==> src/rtl/freq_counter_pkg.sv <==
// ##############################
// widths, types and structs of the frequency counter
// seven-segment decode function
// ##############################

`default_nettype none

package freq_counter_pkg;

	// raw event count over one window
	localparam int count_width = 28;
	// scaled frequency in kHz
	localparam int freq_width = 24;
	// decimal digits on the display
	localparam int digit_count = 8;

	typedef logic [count_width-1:0] count_t;
	typedef logic [freq_width-1:0] freq_t;
	// digit 0 in the low nybble
	typedef logic [digit_count*4-1:0] bcd_t;
	// segments g..a, a in bit 0, active high
	typedef logic [6:0] segment_t;

	typedef struct packed {
		logic valid;
		count_t count;
	} measurement_t;

	typedef struct packed {
		logic valid;
		freq_t khz;
	} frequency_t;

	typedef struct packed {
		logic valid;
		bcd_t digits;
	} reading_t;

	// usual 0-9 patterns, anything else blank
	function automatic segment_t digit_segments(input logic [3:0] digit);
		case (digit)
			4'd0: return 7'h3f;
			4'd1: return 7'h06;
			4'd2: return 7'h5b;
			4'd3: return 7'h4f;
			4'd4: return 7'h66;
			4'd5: return 7'h6d;
			4'd6: return 7'h7d;
			4'd7: return 7'h07;
			4'd8: return 7'h7f;
			4'd9: return 7'h6f;
			default: return 7'h00;
		endcase
	endfunction

endpackage

`default_nettype wire
==> src/rtl/frequency_counter_top.sv <==
// ##############################
// frequency counter top level
// ##############################

`timescale 1ns/1ns
`default_nettype none

module frequency_counter_top
	import freq_counter_pkg::*;
#(
	parameter int log2_gate = 20,
	parameter int ref_khz = 100000,
	parameter int log2_scan = 12
) (
	input logic clock,
	input logic reset,
	input logic tick,
	output logic gate_out,
	output reading_t reading,
	output logic [digit_count-1:0] anode,
	output segment_t segments
);

	logic gate;
	logic gate_closed;
	measurement_t measurement;
	frequency_t frequency;

	// window timing
	gate_generator #(.log2_gate(log2_gate)) gate_generator_inst (
		.clock(clock), .reset(reset),
		.gate(gate), .gate_closed(gate_closed)
	);

	// ticks per window
	edge_counter edge_counter_inst (
		.clock(clock), .reset(reset), .tick(tick),
		.gate(gate), .gate_closed(gate_closed), .measurement(measurement)
	);

	// count to kHz, two cycles
	frequency_scaler #(.log2_gate(log2_gate), .ref_khz(ref_khz)) frequency_scaler_inst (
		.clock(clock), .reset(reset),
		.measurement(measurement), .frequency(frequency)
	);

	// kHz to decimal, 25 cycles
	bin_to_bcd bin_to_bcd_inst (
		.clock(clock), .reset(reset),
		.frequency(frequency), .reading(reading)
	);

	segment_display_driver #(.log2_scan(log2_scan)) segment_display_driver_inst (
		.clock(clock), .reset(reset), .reading(reading),
		.anode(anode), .segments(segments)
	);

	// gate brought out for a scope or a trigger
	assign gate_out = gate;

endmodule

`default_nettype wire

==> src/rtl/segment_display_driver.sv <==
// ##############################
// multiplexed seven-segment driver
// holds the reading, scans eight digits
// ##############################

`timescale 1ns/1ns
`default_nettype none

module segment_display_driver
	import freq_counter_pkg::*;
#(
	parameter int log2_scan = 12
) (
	input logic clock,
	input logic reset,
	input reading_t reading,
	output logic [digit_count-1:0] anode,
	output segment_t segments
);

	localparam int index_width = $clog2(digit_count);
	localparam logic [digit_count-1:0] first_anode = digit_count'(1);

	// last valid reading
	bcd_t held_digits;
	// cycles spent on the current digit
	logic [log2_scan-1:0] prescale;
	// digit being shown
	logic [index_width-1:0] digit_index;

	always_ff @(posedge clock) begin
		if (reset) begin
			held_digits <= '0;
		end else if (reading.valid) begin
			held_digits <= reading.digits;
		end
	end

	// step to the next digit once the prescaler wraps
	always_ff @(posedge clock) begin
		if (reset) begin
			prescale <= '0;
			digit_index <= '0;
		end else begin
			prescale <= prescale + log2_scan'(1);
			if (&prescale) begin
				// wraps from digit 7 to digit 0
				digit_index <= digit_index + index_width'(1);
			end
		end
	end

	// anode and segments change together, no ghosting
	always_ff @(posedge clock) begin
		if (reset) begin
			anode <= '0;
			segments <= digit_segments(4'd0);
		end else begin
			anode <= first_anode << digit_index;
			segments <= digit_segments(held_digits[4*digit_index +: 4]);
		end
	end

	// the anode trails the index by one cycle
	// digit 0 lights one cycle after reset goes away

endmodule

`default_nettype wire

==> src/rtl/bin_to_bcd.sv <==
// ##############################
// serial binary to bcd converter
// shift-and-add-3, one bit per cycle
// ##############################

`timescale 1ns/1ns
`default_nettype none

module bin_to_bcd
	import freq_counter_pkg::*;
(
	input logic clock,
	input logic reset,
	input frequency_t frequency,
	output reading_t reading
);

	localparam int bcd_width = digit_count*4;
	localparam int shift_width = bcd_width + freq_width;
	localparam logic [4:0] last_step = 5'(freq_width-1);

	// bcd digits on top, binary value shifting out below
	logic [shift_width-1:0] shift_reg;
	// digits corrected, before the shift
	logic [shift_width-1:0] adjusted;
	// next shift register value
	logic [shift_width-1:0] shifted;
	logic [4:0] step;
	logic busy;

	// add 3 to every digit of 5 or more so the shift carries into the next
	always_comb begin
		adjusted = shift_reg;
		for (int i = 0; i < digit_count; i++) begin
			if (adjusted[freq_width+4*i +: 4] >= 4'd5) begin
				adjusted[freq_width+4*i +: 4] = adjusted[freq_width+4*i +: 4] + 4'd3;
			end
		end
		shifted = {adjusted[shift_width-2:0], 1'b0};
	end

	// load on a new value, otherwise shift while busy
	always_ff @(posedge clock) begin
		if (busy) begin
			shift_reg <= shifted;
		end else if (frequency.valid) begin
			shift_reg <= {{bcd_width{1'b0}}, frequency.khz};
		end
	end

	// step sequencing and result
	always_ff @(posedge clock) begin
		if (reset) begin
			busy <= 1'b0;
			step <= '0;
			reading <= '0;
		end else begin
			reading.valid <= 1'b0;
			if (busy) begin
				step <= step + 5'd1;
				if (step == last_step) begin
					// last shift lands straight in the output
					busy <= 1'b0;
					reading.valid <= 1'b1;
					reading.digits <= shifted[shift_width-1:freq_width];
				end
			end else if (frequency.valid) begin
				// a value during a conversion is dropped
				busy <= 1'b1;
				step <= '0;
			end
		end
	end

endmodule

`default_nettype wire

==> src/rtl/frequency_scaler.sv <==
// ##############################
// event count to kHz
// multiply then shift, two stages
// ##############################

`timescale 1ns/1ns
`default_nettype none

module frequency_scaler
	import freq_counter_pkg::*;
#(
	parameter int log2_gate = 20,
	parameter int ref_khz = 100000
) (
	input logic clock,
	input logic reset,
	input measurement_t measurement,
	output frequency_t frequency
);

	localparam int product_width = 42;
	// reference clock in kHz at the product width
	localparam logic [product_width-1:0] ref_factor = product_width'(ref_khz);

	// count times reference frequency
	logic [product_width-1:0] product;
	logic product_valid;

	// first stage, the multiply
	always_ff @(posedge clock) begin
		if (measurement.valid) begin
			product <= product_width'(measurement.count) * ref_factor;
		end
	end

	always_ff @(posedge clock) begin
		if (reset) begin
			product_valid <= 1'b0;
		end else begin
			product_valid <= measurement.valid;
		end
	end

	// second stage, divide by the window length
	// truncation to 24 bits is safe for any ref_khz below 2**24
	always_ff @(posedge clock) begin
		if (reset) begin
			frequency <= '0;
		end else begin
			frequency.valid <= product_valid;
			if (product_valid) begin
				frequency.khz <= freq_t'(product >> log2_gate);
			end
		end
	end

endmodule

`default_nettype wire

==> src/rtl/edge_counter.sv <==
// ##############################
// event counter inside the gate
// latches the total when the gate closes
// ##############################

`timescale 1ns/1ns
`default_nettype none

module edge_counter
	import freq_counter_pkg::*;
(
	input logic clock,
	input logic reset,
	input logic tick,
	input logic gate,
	input logic gate_closed,
	output measurement_t measurement
);

	// ticks seen so far in the open window
	count_t running_count;

	// count only while the gate is open
	always_ff @(posedge clock) begin
		if (reset) begin
			running_count <= '0;
		end else if (gate_closed) begin
			// fresh start for the next window
			running_count <= '0;
		end else if (gate && tick) begin
			running_count <= running_count + count_t'(1);
		end
	end

	// total of the finished window, valid for one cycle
	always_ff @(posedge clock) begin
		if (reset) begin
			measurement <= '0;
		end else begin
			measurement.valid <= 1'b0;
			if (gate_closed) begin
				measurement.valid <= 1'b1;
				measurement.count <= running_count;
			end
		end
	end

	// gate is low on the closing cycle, so no tick is lost here
	// ticks outside the window never reach the counter

endmodule

`default_nettype wire

==> src/rtl/gate_generator.sv <==
// ##############################
// counting window generator
// gate level and gate closing pulse
// ##############################

`timescale 1ns/1ns
`default_nettype none

module gate_generator #(
	parameter int log2_gate = 20
) (
	input logic clock,
	input logic reset,
	output logic gate,
	output logic gate_closed
);

	// one bit wider than the half period, top bit is the gate
	logic [log2_gate:0] window_counter;
	// gate as seen one cycle earlier
	logic gate_delayed;

	// free-running, wraps back into the closed half
	always_ff @(posedge clock) begin
		if (reset) begin
			window_counter <= '0;
		end else begin
			window_counter <= window_counter + (log2_gate+1)'(1);
		end
	end

	always_ff @(posedge clock) begin
		if (reset) begin
			gate_delayed <= 1'b0;
		end else begin
			gate_delayed <= gate;
		end
	end

	assign gate = window_counter[log2_gate];
	// falling edge of the gate
	assign gate_closed = gate_delayed & ~gate;

endmodule

`default_nettype wire

==> config.mk <==
export PLATFORM = sky130hd
export DESIGN_NAME = frequency_counter_top
export DESIGN_NICKNAME = d
export VERILOG_FILES = /design/src/rtl/freq_counter_pkg.sv /design/src/rtl/frequency_counter_top.sv /design/src/rtl/segment_display_driver.sv /design/src/rtl/bin_to_bcd.sv /design/src/rtl/frequency_scaler.sv /design/src/rtl/edge_counter.sv /design/src/rtl/gate_generator.sv
export SDC_FILE = /design/constraint.sdc
export NUM_CORES = 1
export LEC_CHECK = 0
export BUFFER_PORTS_ARGS = -buffer_cell sky130_fd_sc_hd__buf_4
export CAP_MARGIN = 20
export CORE_MARGIN = 2
export CORE_UTILIZATION = 45
export CTS_CLUSTER_DIAMETER = 150
export CTS_CLUSTER_SIZE = 30
export DETAILED_ROUTE_END_ITERATION = 6
export GPL_ROUTABILITY_DRIVEN = 0
export SLEW_MARGIN = 30
export SYNTH_ARGS = -nofsm -noshare
export SYNTH_HDL_FRONTEND = slang
export SYNTH_SLANG_ARGS = --single-unit
==> constraint.sdc <==
create_clock -name clock -period 4.8 [get_ports clock]
set_input_delay 0.96 -clock clock [delete_from_list [all_inputs] [get_ports clock]]
set_output_delay 0.96 -clock clock [all_outputs]
set_load 0.03 [all_outputs]
* Word level (Yosys, flattened, before mapping) *
Memory sizes are Yosys's and may differ from the RTL's. A register that Yosys moved wholly into a read port is not among the register bits.
Cells that the tools add are included.

operators by class
  multiplexer cells = 17
  reductions and logical operators = 6
  bitwise gates (word level) = 3
  $mul = 1
  shift-type cells = 2
  equality and inequality tests = 1
  add/sub/neg operators = 13
  magnitude comparators = 8

operators with widths
  kind                    count
  $mux 56                 2
  $mul 28x12->37 const B  1
  $mux 33                 1
  $ge 4x3->1 const B      8
  $shiftx 32x6->4         1
  $mux 29                 1
  $add 28x1->28 const B   1
  $add 4x2->4 const B     7
  $mux 4                  7
  $add 21x1->21 const B   1
  $add 12x1->12 const B   1
  $reduce_and 12->1       1
  $mux 5                  2
  $shl 1x3->8 const A     1
  $add 5x1->5 const B     1
  $eq 5x5->1 const B      1
  $reduce_or 2->1         2
  $add 3x1->3 const B     1
  $add 3x2->3 const B     1
  $mux 1                  3
  $mux 3                  1
  $not 1->1               2
  $reduce_and 2->1        1
  $reduce_bool 2->1       1
  2 further kinds         2

storage, ports and cells
  ROM bits = 112
  flip-flop bits (word level) = 290
  output and inout port bits = 49
  word-level logic and storage cells = 71
  memories = 1

memories
  memory            depth  width  rd ports  clocked after memory_dff  write ports  RTL line                source
  (name not given)  16     7      1         1                         0            freq_counter_pkg.sv:41  case (digit)

* Logic depth before layout (Yosys ltp) *
Gate-level depths: netlist of the first run.

  word-level depth = 3
  depth in mapped cells = 19
  gate-level depth less buffers = 18

* Cells and area by module *
From an unflattened synthesis of the first run, not the netlist that was laid out.

second synthesis, totals
  cell total of the unflattened synthesis = 1629
  area, all modules = 17005.1 µm²

by module, submodules not included
  module                  cells an instance  instances  area each (µm²)
  frequency_scaler        704                1          6892.9
  bin_to_bcd              327                1          4225.3
  segment_display_driver  247                1          2622.5
  edge_counter            246                1          2308.5
  gate_generator          105                1          955.9

* Worst setup path before layout of the first run *
OpenSTA, ideal clock, no wires.

  path type = register -> register
  from = register, netlist name edge_counter_inst.measurement[13]
  to = register frequency_scaler_inst.product[37] (data pin)
  arrival time = 4235 ps
  slack = 305 ps
  cell stages (with the launch flop) = 20
  required time = 4541 ps
  clock period less this slack = 4495 ps
  cells stage by stage = dfxtp_1 > ha_1 > ha_1 > inv_1 > fa_1 > inv_1 > fa_1 > inv_1 > fa_1 > inv_1 > ha_1 > buf_2 > a21o_1 > a21o_1 > a21oi_1 > o21ai_0 > nor2_1 > o21ai_1 > a31oi_1 > xnor2_1

on the way
  cells in the longest elaborated chain, start to end = 1

ends and longest elaborated chain
  element               RTL line                source
  $mul 28x12->37        frequency_scaler.sv:32  product <= product_width'(measurement.count) * ref_factor;
  end signal, assigned  frequency_scaler.sv:32
  end, declared         frequency_scaler.sv:26  logic [product_width-1:0] product;

No other way between the ends.
A chain may end at the register's enable or synchronous reset.

* Worst setup path after layout of the first run *
  from = register, netlist name edge_counter_inst.measurement[14]
  to = register frequency_scaler_inst.product[41] (data pin)

on the way
  cells in the longest elaborated chain, start to end = 1

ends and longest elaborated chain
  element         RTL line
  $mul 28x12->37  frequency_scaler.sv:32

No other way between the ends.

==> reports/qor.txt, run 1 <==
WS Path Type: register to register
Worst setup EP type: register
First-pass GRT wire length: 52.83 mm
Maximum vdd ir drop: 0.0001706 V
Clock period minus worst slack: 4.632 ns
Non-Filler Instances: 2177
Area Growth Syn to Fin: 10.35%
First DRT Iteration DRCs: 348
Max-slew headroom: 45.41%
DRC violations left: 0
LEAKAGE: 8.021 nW
Root Buffer Master: clkbuf_16
I/O pins: 52
WHS: 0.4455 ns
Crit path buffers/inverters: 4
CTS tree: done
Max stage delay cell, worst path: fa_1
Measured slew at the worst slew-check pin: 0.8178 ns
Crit-path most repeated cell: inv_1
Largest net degree at the start of global routing: 106
CTS Buffer Depth: 3
Asr flop ratio synth: 0%
Post-Synthesis Cells: 1659
Total track usage: 16.52%
Core area: 36350 µm²
PnR Total Power: 3.766 mW
DR WL/cell: 14.51 µm
CP Max Fanout: 5
Final hold violations: 0
Post-synthesis register bit count: 282
PD cells: 206.8 nW/µm²
Setup Skew: 0.02116 ns
Placed cell areas: 17550 µm²
Net Count, Synth: 1920
Vias in the first global route: 10940
Post-route cell area: 18210 µm²
Seq/Total Area, Yosys: 38.88%
CP delay by family, top: adder cells
Grt total ovfl: 0
Clk sinks: 282
Max FFs per register: 56
Multi-input combinational cell area: 9356 µm²
Yosys cell types: 49
# diodes: 0
Avg Inst Size Synth: 9.946 µm²
Seq. cell area: 6455 µm²
WL final: 31.59 mm
Post-Synthesis Cell Area: 16500 µm²
Die Y: 195.5 µm
Dpl hpwl: 23.93 mm
Nets: 1963
Via count: 10940
Largest stage delay, worst path: 0.54 ns
Layout cells sized above 1: 10.12%
Row cnt: 70
Dominant synthesized flop cell: dfxtp_1
Status: finished, final reports clean
Initial antenna violation count: 0
Startpoint Class: register
Commonest non-fill, non-tap cell in the layout: inv_1
Synth warn: 0
Initial core utilization: 45.40%
Fill count: 3360
Count of flip-flops with a built-in enable after synthesis: 77
Fmax: 0.2159 GHz
Hold Path Class: register to register
Max_cap viols: 0
Port-buffer cells: 51
# placed instances: 2153
Chip width: 195.5 µm
Cell breakdown of the critical path: ha_1 -> ha_4 -> inv_1 -> fa_1 -> inv_1 -> fa_1 -> inv_1 -> fa_1 -> inv_1 -> ha_4 -> nand4_1 -> nor3_2 -> and3_4 -> o211ai_1 -> a31oi_2 -> a21oi_2 -> xnor2_1
CTS Buf Count: 13
Most frequent cells in the layout: inv_1 (201), dfxtp_1 (184), ha_1 (166), nor2_1 (144), nand2_1 (127)
Detailed Routing Iterations Pass 1: 4
Register clock-pin slew on the reported worst setup and hold paths: 0.11 ns
Max H-tree Level: 1
Full die area: 38220 µm²
Post-route ant nets: 0
Via/cell ratio: 5.025
Clock Latency Late Sink: 0.50 ns
Final setup vio count: 0
Crit path DAT: 4.89 ns
CP Data Required Time: 5.06 ns
Tcrit/Tclk final: 96.49%
Hold-fix buffers at CTS: 0
Final Slew Violations: 0
==> path summary, 6_finish.rpt <==
| path | start | endpoint | slack, ns | cells after the start |
|---|---|---|---|---|
| worst max-delay path | edge_counter_inst.measurement[14] | frequency_scaler_inst.product[41] | 0.17 | 17 |
| worst min-delay path | segment_display_driver_inst.prescale[0] | segment_display_driver_inst.prescale[0] | 0.45 | 1 |
| worst max register to register | edge_counter_inst.measurement[14] | frequency_scaler_inst.product[41] | 0.17 | 17 |
| worst min register to register | segment_display_driver_inst.prescale[0] | segment_display_driver_inst.prescale[0] | 0.45 | 1 |
==> Yosys cell counts (41+ instances only) <==
cell type,number,area (µm²)
xor2_1,46,402.9
inv_1,203,762.0
nor2_1,147,551.8
clkbuf_1,45,168.9
edfxtp_1,77,2312
nand3_1,41,205.2
ha_1,181,2265
a21oi_1,81,405.4
dfxtp_1,205,4104
xnor2_1,49,429.2
fa_1,77,1541
o21ai_0,56,280.3
mux2i_1,68,680.7
nand2_1,128,480.5
==> per-layer routing <==
metal | wire [µm] | global-route usage [%] | share of wire (%) | vias to the layer above
li1 | - | - | - | 5615
met1 | 15150 | 21.86 | 48 | 5188
met2 | 15170 | 29.43 | 48 | 96
met3 | 627 | 1.537 | 2.0 | 40
met4 | 643 | 3.506 | 2.0 | 0
met5 | 0 | 0 | 0 | -
==> what timing repair did <==
| item | in CTS | in global routing |
|---|---|---|
| hold endpoints to repair | 0 | 0 |
| endpoints found under the setup margin | 4 | 9 |
| resized for setup | 9 | 46 |
| setup buffers | 0 | 2 |
| pin swaps | 0 | 8 |
==> cell families after synthesis <==
kind of cell,Yosys count,synth area share (%)
AOI/OAI and AO/OA,233,8.910
xor gates and xnor gates,95,5.042
adders and majority gates,258,23.07
buffers and inverters,261,5.968
DFF,282,38.88
muxes,77,5.285
and+or+nand+nor,453,12.85
==> through the flow <==
stage / setup WS, ns / util (%) / TNS, ns
after floorplan: 0.3053 / - / 0
after global placement: -0.07484 / 48.15 / -0.2448
after detailed placement: -0.1472 / 48.28 / -0.5191
after CTS: 0.004596 / 49.39 / 0
after global routing: -0.04453 / 50.10 / -0.04453
final: 0.1684 / 50.10 / 0
==> final cells by class <==
class,count,share of cell area [%]
Timing Repair Buffer,86,3.676
Clock inverter,2,0.1580
Clock buffer,20,1.931
Multi-Input combinational cell,1116,51.38
Tap cell,468,3.216
Inverter,203,4.185
Sequential cell,282,35.45
==> where the power goes <==
part | leakage (nW) | switching (mW) | internal (mW)
registers | 2.37 | 0.00371 | 2.43
logic | 5.46 | 0.0315 | 0.00816
clock network | 0.183 | 0.761 | 0.532
Power figures use the tool's default switching activity.
==> inputs of run 2 (changes only) <==
Settings changed: CORE_UTILIZATION 45 to 43.
==> run 2 against run 1 <==
Register-to-register slack is essentially flat. Critical endpoint unchanged. Critical path type unchanged. Die area rose by 4.6%. Fmax shrank 0.16%. Design area is 0.50% lower. Clock skew up 0.0028 ns. Worst hold slack gained 0.0030 ns. Sequential share of layout area grew 0.096 points. Via count decreased by 0.42%. Routed wire length is 0.46% lower. Sequential cell count stayed put.
==> reports/qor.txt, run 2 (synthesis gave the netlist of run 1 again) <==
Cell breakdown of the critical path: ha_1 -> ha_1 -> inv_1 -> fa_1 -> inv_1 -> fa_1 -> inv_1 -> fa_1 -> inv_1 -> ha_2 -> nand4_1 -> nor3_2 -> and3_2 -> o211ai_1 -> a31oi_1 -> a21oi_2 -> xnor2_1
Detailed Routing Iterations Pass 1: 4 (unchanged)
Hold-fix buffers at CTS: 0 (unchanged)
CP Data Required Time: 5.05 ns (about the same)
WHS: 0.4485 ns (+0.003026 ns)
WS Path Type: register to register
WL final: 31.45 mm (-0.46%)
Root Buffer Master: clkbuf_16
Cell Int Power: 2.972 mW (about the same)
DRC violations left: 0 (unchanged)
Largest stage delay, worst path: 0.53 ns (about the same)
Final setup vio count: 0 (unchanged)
Crit path buffers/inverters: 4 (unchanged)
First-pass GRT wire length: 52.58 mm (-0.47%)
CTS Buf Count: 13 (unchanged)
Via count: 10890 (-0.42%)
# diodes: 0 (unchanged)
Final Slew Violations: 0 (unchanged)
Status: finished, final reports clean
Max FFs per register: 56 (unchanged)
Crit path DAT: 4.89 ns (about the same)
Via/cell ratio: 4.905 (-2.4%)
CTS Buffer Depth: 3 (unchanged)
CTS tree: done
Area Growth Syn to Fin: 9.797%
Worst setup EP type: register
Layout cells sized above 1: 9.532% (-0.59 points)
Max stage delay cell, worst path: fa_1
Max H-tree Level: 1 (unchanged)
Row cnt: 71 (+1.4%)
Comb power frac: 1.0% (about the same)
CP Max Fanout: 5 (unchanged)
LEAKAGE: 8.045 nW (+0.30%)
Initial antenna violation count: 0 (unchanged)
Post-route ant nets: 0 (unchanged)
Max-slew headroom: 40.04% (-5.4 points)
Max_cap viols: 0 (unchanged)
First DRT Iteration DRCs: 402 (+16%)
PD cells: 208.1 nW/µm² (+0.63%)
Grt total ovfl: 0 (unchanged)
DR WL/cell: 14.16 µm (-2.4%)
Clock Latency Late Sink: 0.50 ns (about the same)
Port-buffer cells: 51 (unchanged)
Clk sinks: 282 (unchanged)
Hold Path Class: register to register
Vias in the first global route: 10850 (-0.81%)
Startpoint Class: register
Clk pwr share: 34.4% (about the same)
Initial core utilization: 43.71% (-1.7 points)
Setup Skew: 0.02392 ns (+0.002760 ns)
Placement Setup Slack: -0.07701 ns (+0.07023 ns)
Full die area: 39960 µm² (+4.6%)
Maximum vdd ir drop: 0.0001852 V (+8.6%)
Register clock-pin slew on the reported worst setup and hold paths: 0.11 ns (about the same)
Sequential power share: 64.6% (about the same)
Core area: 37760 µm² (+3.9%)
Most frequent cells in the layout: inv_1 (202), dfxtp_1 (186), ha_1 (174), nor2_1 (144), nand2_1 (127)
Nets: 1964 (+0.051%)
Die Y: 199.9 µm (+2.3%)
Largest net degree at the start of global routing: 81 (-24%)
Final hold violations: 0 (unchanged)
Fmax: 0.2156 GHz (-0.16%)
Psw: 0.7988 mW (+0.28%)
CP delay by family, top: adder cells
Clock period minus worst slack: 4.639 ns (+0.007346 ns)
Dpl hpwl: 24.01 mm (+0.33%)
Switch share: 21.18% (+0.033 points)
Tcrit/Tclk final: 96.64% (+0.15 points)
Crit-path most repeated cell: inv_1
Setup ws final: 0.1611 ns (-0.007346 ns)
Measured slew at the worst slew-check pin: 0.8995 ns (+0.08169 ns)
Total track usage: 15.90% (-0.63 points)
Commonest non-fill, non-tap cell in the layout: inv_1
Chip width: 199.9 µm (+2.3%)
I/O pins: 52 (unchanged)
-- run 2: cell type report --
type,count,area (µm²)
sequential,282,6440
fill,3544,19640
multi-input combinational,1116,9228
inverter,203,762.0
clock buffer,20,351.6
tap,511,639.4
timing repair buffer,87,668.1
clock inverter,2,28.78
-- run 2: layer usage --
metal	vias to the layer above	global-route usage (%)	wire length, µm
met5	-	0	0
met1	5147	21.72	15600
met3	35	1.731	668
li1	5623	-	-
met2	88	27.21	14600
met4	0	3.539	576
-- run 2: repair_timing --
item                                    CTS  global route
buffers inserted                          1             1
pin swaps                                 1             5
gates resized for setup                   5            33
endpoints found under the setup margin    5            12
-- run 2: worst paths after layout --
kind                                                start                                       to  slack (ns)  cells after the start
setup / recovery        edge_counter_inst.measurement[15]        frequency_scaler_inst.product[41]        0.16                     17
hold / removal    segment_display_driver_inst.prescale[0]  segment_display_driver_inst.prescale[0]        0.45                      1
setup reg to reg        edge_counter_inst.measurement[15]        frequency_scaler_inst.product[41]        0.16                     17
hold reg to reg   segment_display_driver_inst.prescale[0]  segment_display_driver_inst.prescale[0]        0.45                      1
-- run 2: power by group through the flow --
stage,clock (mW),combinational (mW),sequential [mW]
3_5_place_dp,0,0.0405,2.49
4_1_cts,1.36,0.0405,2.44
3_3_place_gp,0,0.0390,2.49
6_report,1.30,0.0393,2.44
2_1_floorplan,0,0.0295,2.49
5_1_grt,1.44,0.0444,2.44
-- run 2: per-stage QoR --
step                       TNS, ns  util (%)  power, mW  area [µm²]  instances
after global placement           0     46.50      2.529       17560       2195
after global routing      -0.02408     47.99      3.922       18120       2221
final                            0     47.99      3.771       18120       2221
after floorplan                  0         -      2.520       16500       1659
after detailed placement   -0.2497     46.62      2.531       17600       2197
after CTS                        0     47.68      3.833       18000       2220
==> inputs of run 3 (changes only) <==
==> constraint.sdc (replaced) <==
create_clock -name clock -period 4.8 [get_ports clock]
set_input_delay 0.24 -clock clock [delete_from_list [all_inputs] [get_ports clock]]
set_output_delay 0.24 -clock clock [all_outputs]
set_load 0.03 [all_outputs]
==> run 3 against run 2 <==
First-iteration DRC count is 8.0% higher. Worst hold slack worse by 0.44 ns. Combinational power hardly changed. Clock skew is 0.0039 ns higher. Largest power group unchanged.
==> reports/qor.txt, run 3 (synthesis gave the netlist of run 1 again) <==
CTS Buffer Depth: 3 (unchanged)
Tcrit/Tclk final: 96.11% (-0.53 points)
Clock period minus worst slack: 4.613 ns (-0.02550 ns)
Final setup vio count: 0 (unchanged)
Detailed Routing Iterations Pass 1: 4 (unchanged)
CP Max Fanout: 4 (-1)
Final Slew Violations: 0 (unchanged)
Worst setup EP type: register
Via count: 10890 (-0.028%)
Hold-fix buffers at CTS: 0 (unchanged)
# diodes: 0 (unchanged)
Total track usage: 15.95% (+0.052 points)
LEAKAGE: 8.038 nW (about the same)
CP Data Required Time: 5.06 ns (about the same)
DR WL/cell: 14.01 µm (-1.1%)
Final hold violations: 0 (unchanged)
Die Y: 199.9 µm (unchanged)
Clk sinks: 282 (unchanged)
Root Buffer Master: clkbuf_16
Startpoint Class: register
Register clock-pin slew on the reported worst setup and hold paths: 0.12 ns (about the same)
Post-route ant nets: 0 (unchanged)
Cell breakdown of the critical path: ha_1 -> ha_1 -> buf_4 -> nand3_1 -> o21ai_0 -> fa_1 -> inv_1 -> fa_1 -> inv_1 -> ha_1 -> buf_4 -> and3_1 -> and3_1 -> a21o_4 -> a21oi_4 -> o211a_1 -> a41o_1 -> xnor2_1
RR Startpoint: edge_counter_inst.measurement[3]
Largest net degree at the start of global routing: 73 (-9.9%)
Vias in the first global route: 10760 (-0.77%)
Hold Path Class: input port to register
Status: finished, final reports clean
Fmax: 0.2168 GHz (+0.55%)
Max H-tree Level: 1 (unchanged)
Core Util, Final: 48.11% (+0.12 points)
Initial antenna violation count: 0 (unchanged)
Max_cap viols: 0 (unchanged)
WL final: 31.09 mm (-1.1%)
Chip width: 199.9 µm (unchanged)
Post-route setup TNS: 0 ns (unchanged)
I/O pins: 52 (unchanged)
Setup Skew: 0.02782 ns (+0.003897 ns)
Core area: 37760 µm² (unchanged)
Row cnt: 71 (unchanged)
Grt total ovfl: 0 (unchanged)
Most frequent cells in the layout: inv_1 (201), dfxtp_1 (186), ha_1 (173), nor2_1 (145), nand2_1 (128)
Port-buffer cells: 51 (unchanged)
Measured slew at the worst slew-check pin: 0.8673 ns (-0.03212 ns)
Commonest non-fill, non-tap cell in the layout: inv_1
PD cells: 207.5 nW/µm² (-0.29%)
Max stage delay cell, worst path: fa_1
Dpl hpwl: 23.70 mm (-1.3%)
Crit-path most repeated cell: ha_1
Non-Filler Instances: 2220 (-0.045%)
Fill count: 3569 (+0.71%)
Via/cell ratio: 4.905 (about the same)
Layout cells sized above 1: 9.304% (-0.23 points)
First DRT Iteration DRCs: 434 (+8.0%)
WS Path Type: register to register
Nets: 1963 (-0.051%)
Critical path launch point: edge_counter_inst.measurement[3]
Full die area: 39960 µm² (unchanged)
# placed instances: 2196 (-0.046%)
Maximum vdd ir drop: 0.0001844 V (-0.44%)
Clock Latency Late Sink: 0.51 ns (about the same)
Crit path DAT: 4.87 ns (-0.02 ns)
Largest stage delay, worst path: 0.53 ns (about the same)
DRC violations left: 0 (unchanged)
First-pass GRT wire length: 52.49 mm (-0.17%)
CTS tree: done
CTS Buf Count: 13 (unchanged)
Hold Startpoint: tick
Max-slew headroom: 40.52% (+0.49 points)
Initial core utilization: 43.71% (unchanged)
Area Growth Syn to Fin: 10.08%
Max FFs per register: 56 (unchanged)
-- run 3: path summary, 6_finish.rpt --
check                                                          endpoint  slack (ns)  cells after the start
worst min register to register  segment_display_driver_inst.prescale[0]        0.45                      1
worst min-delay path                 edge_counter_inst.running_count[1]        0.01                      3
worst max register to register        frequency_scaler_inst.product[38]        0.19                     18
worst max-delay path                  frequency_scaler_inst.product[38]        0.19                     18
-- run 3: what timing repair did --
action / 4_1_cts / 5_1_grt
buffers inserted: 0 / 2
pin swaps: 0 / 7
endpoints found under the hold margin: 0 / 0
gates resized for setup: 3 / 35
endpoints found under the setup margin: 1 / 12
-- run 3: metrics by stage --
step / total power [mW] / area [µm²] / hold slack, ns / setup slack [ns]
6_report: 3.769 / 18160 / 0.01162 / 0.1866
5_1_grt: 3.917 / 18160 / 0.01529 / -0.01169
4_1_cts: 3.829 / 18010 / 0.002322 / 0.02010
3_5_place_dp: 2.530 / 17620 / 0.4212 / -0.02063
3_3_place_gp: 2.529 / 17550 / 0.4082 / 0.01993
2_1_floorplan: 2.520 / 16500 / 0.3977 / 0.3053
-- run 3: area by class of cell --
cell class                 instances  area (µm²)  area share, %
tap                              511       639.4          3.520
timing repair buffer              86       685.7          3.775
clock inverter                     2       28.78         0.1584
clock buffer                      20       351.6          1.936
multi-input combinational       1116        9249          50.92
sequential                       282        6447          35.50
inverter                         203       762.0          4.195
-- run 3: where the power goes --
group          total [mW]  internal [mW]  switching, mW  leakage, nW
clock                1.30          0.532          0.764        0.183
combinational      0.0393        0.00785         0.0314         5.48
sequential           2.43           2.43        0.00370         2.37
total                3.77           2.97          0.799         8.04
-- run 3: critical path, delay by kind of cell (launching register included) --
kind	cells	cell delay (ns)
XOR/XNOR	1	0.06
buffers and inverters	4	0.39
AO/OA/AOI/OAI	5	0.97
AND/OR/NAND/NOR	3	0.50
flip-flops	1	0.44
adder cells (fa/ha/maj)	5	1.99
-- run 3: metal layers --
metal	global-route usage (%)	part of all wire [%]	vias up
met2	27.10	46	91
li1	-	-	5616
met3	1.680	2.2	38
met4	3.457	2.0	0
met5	0	0	-
met1	22.04	49	5145
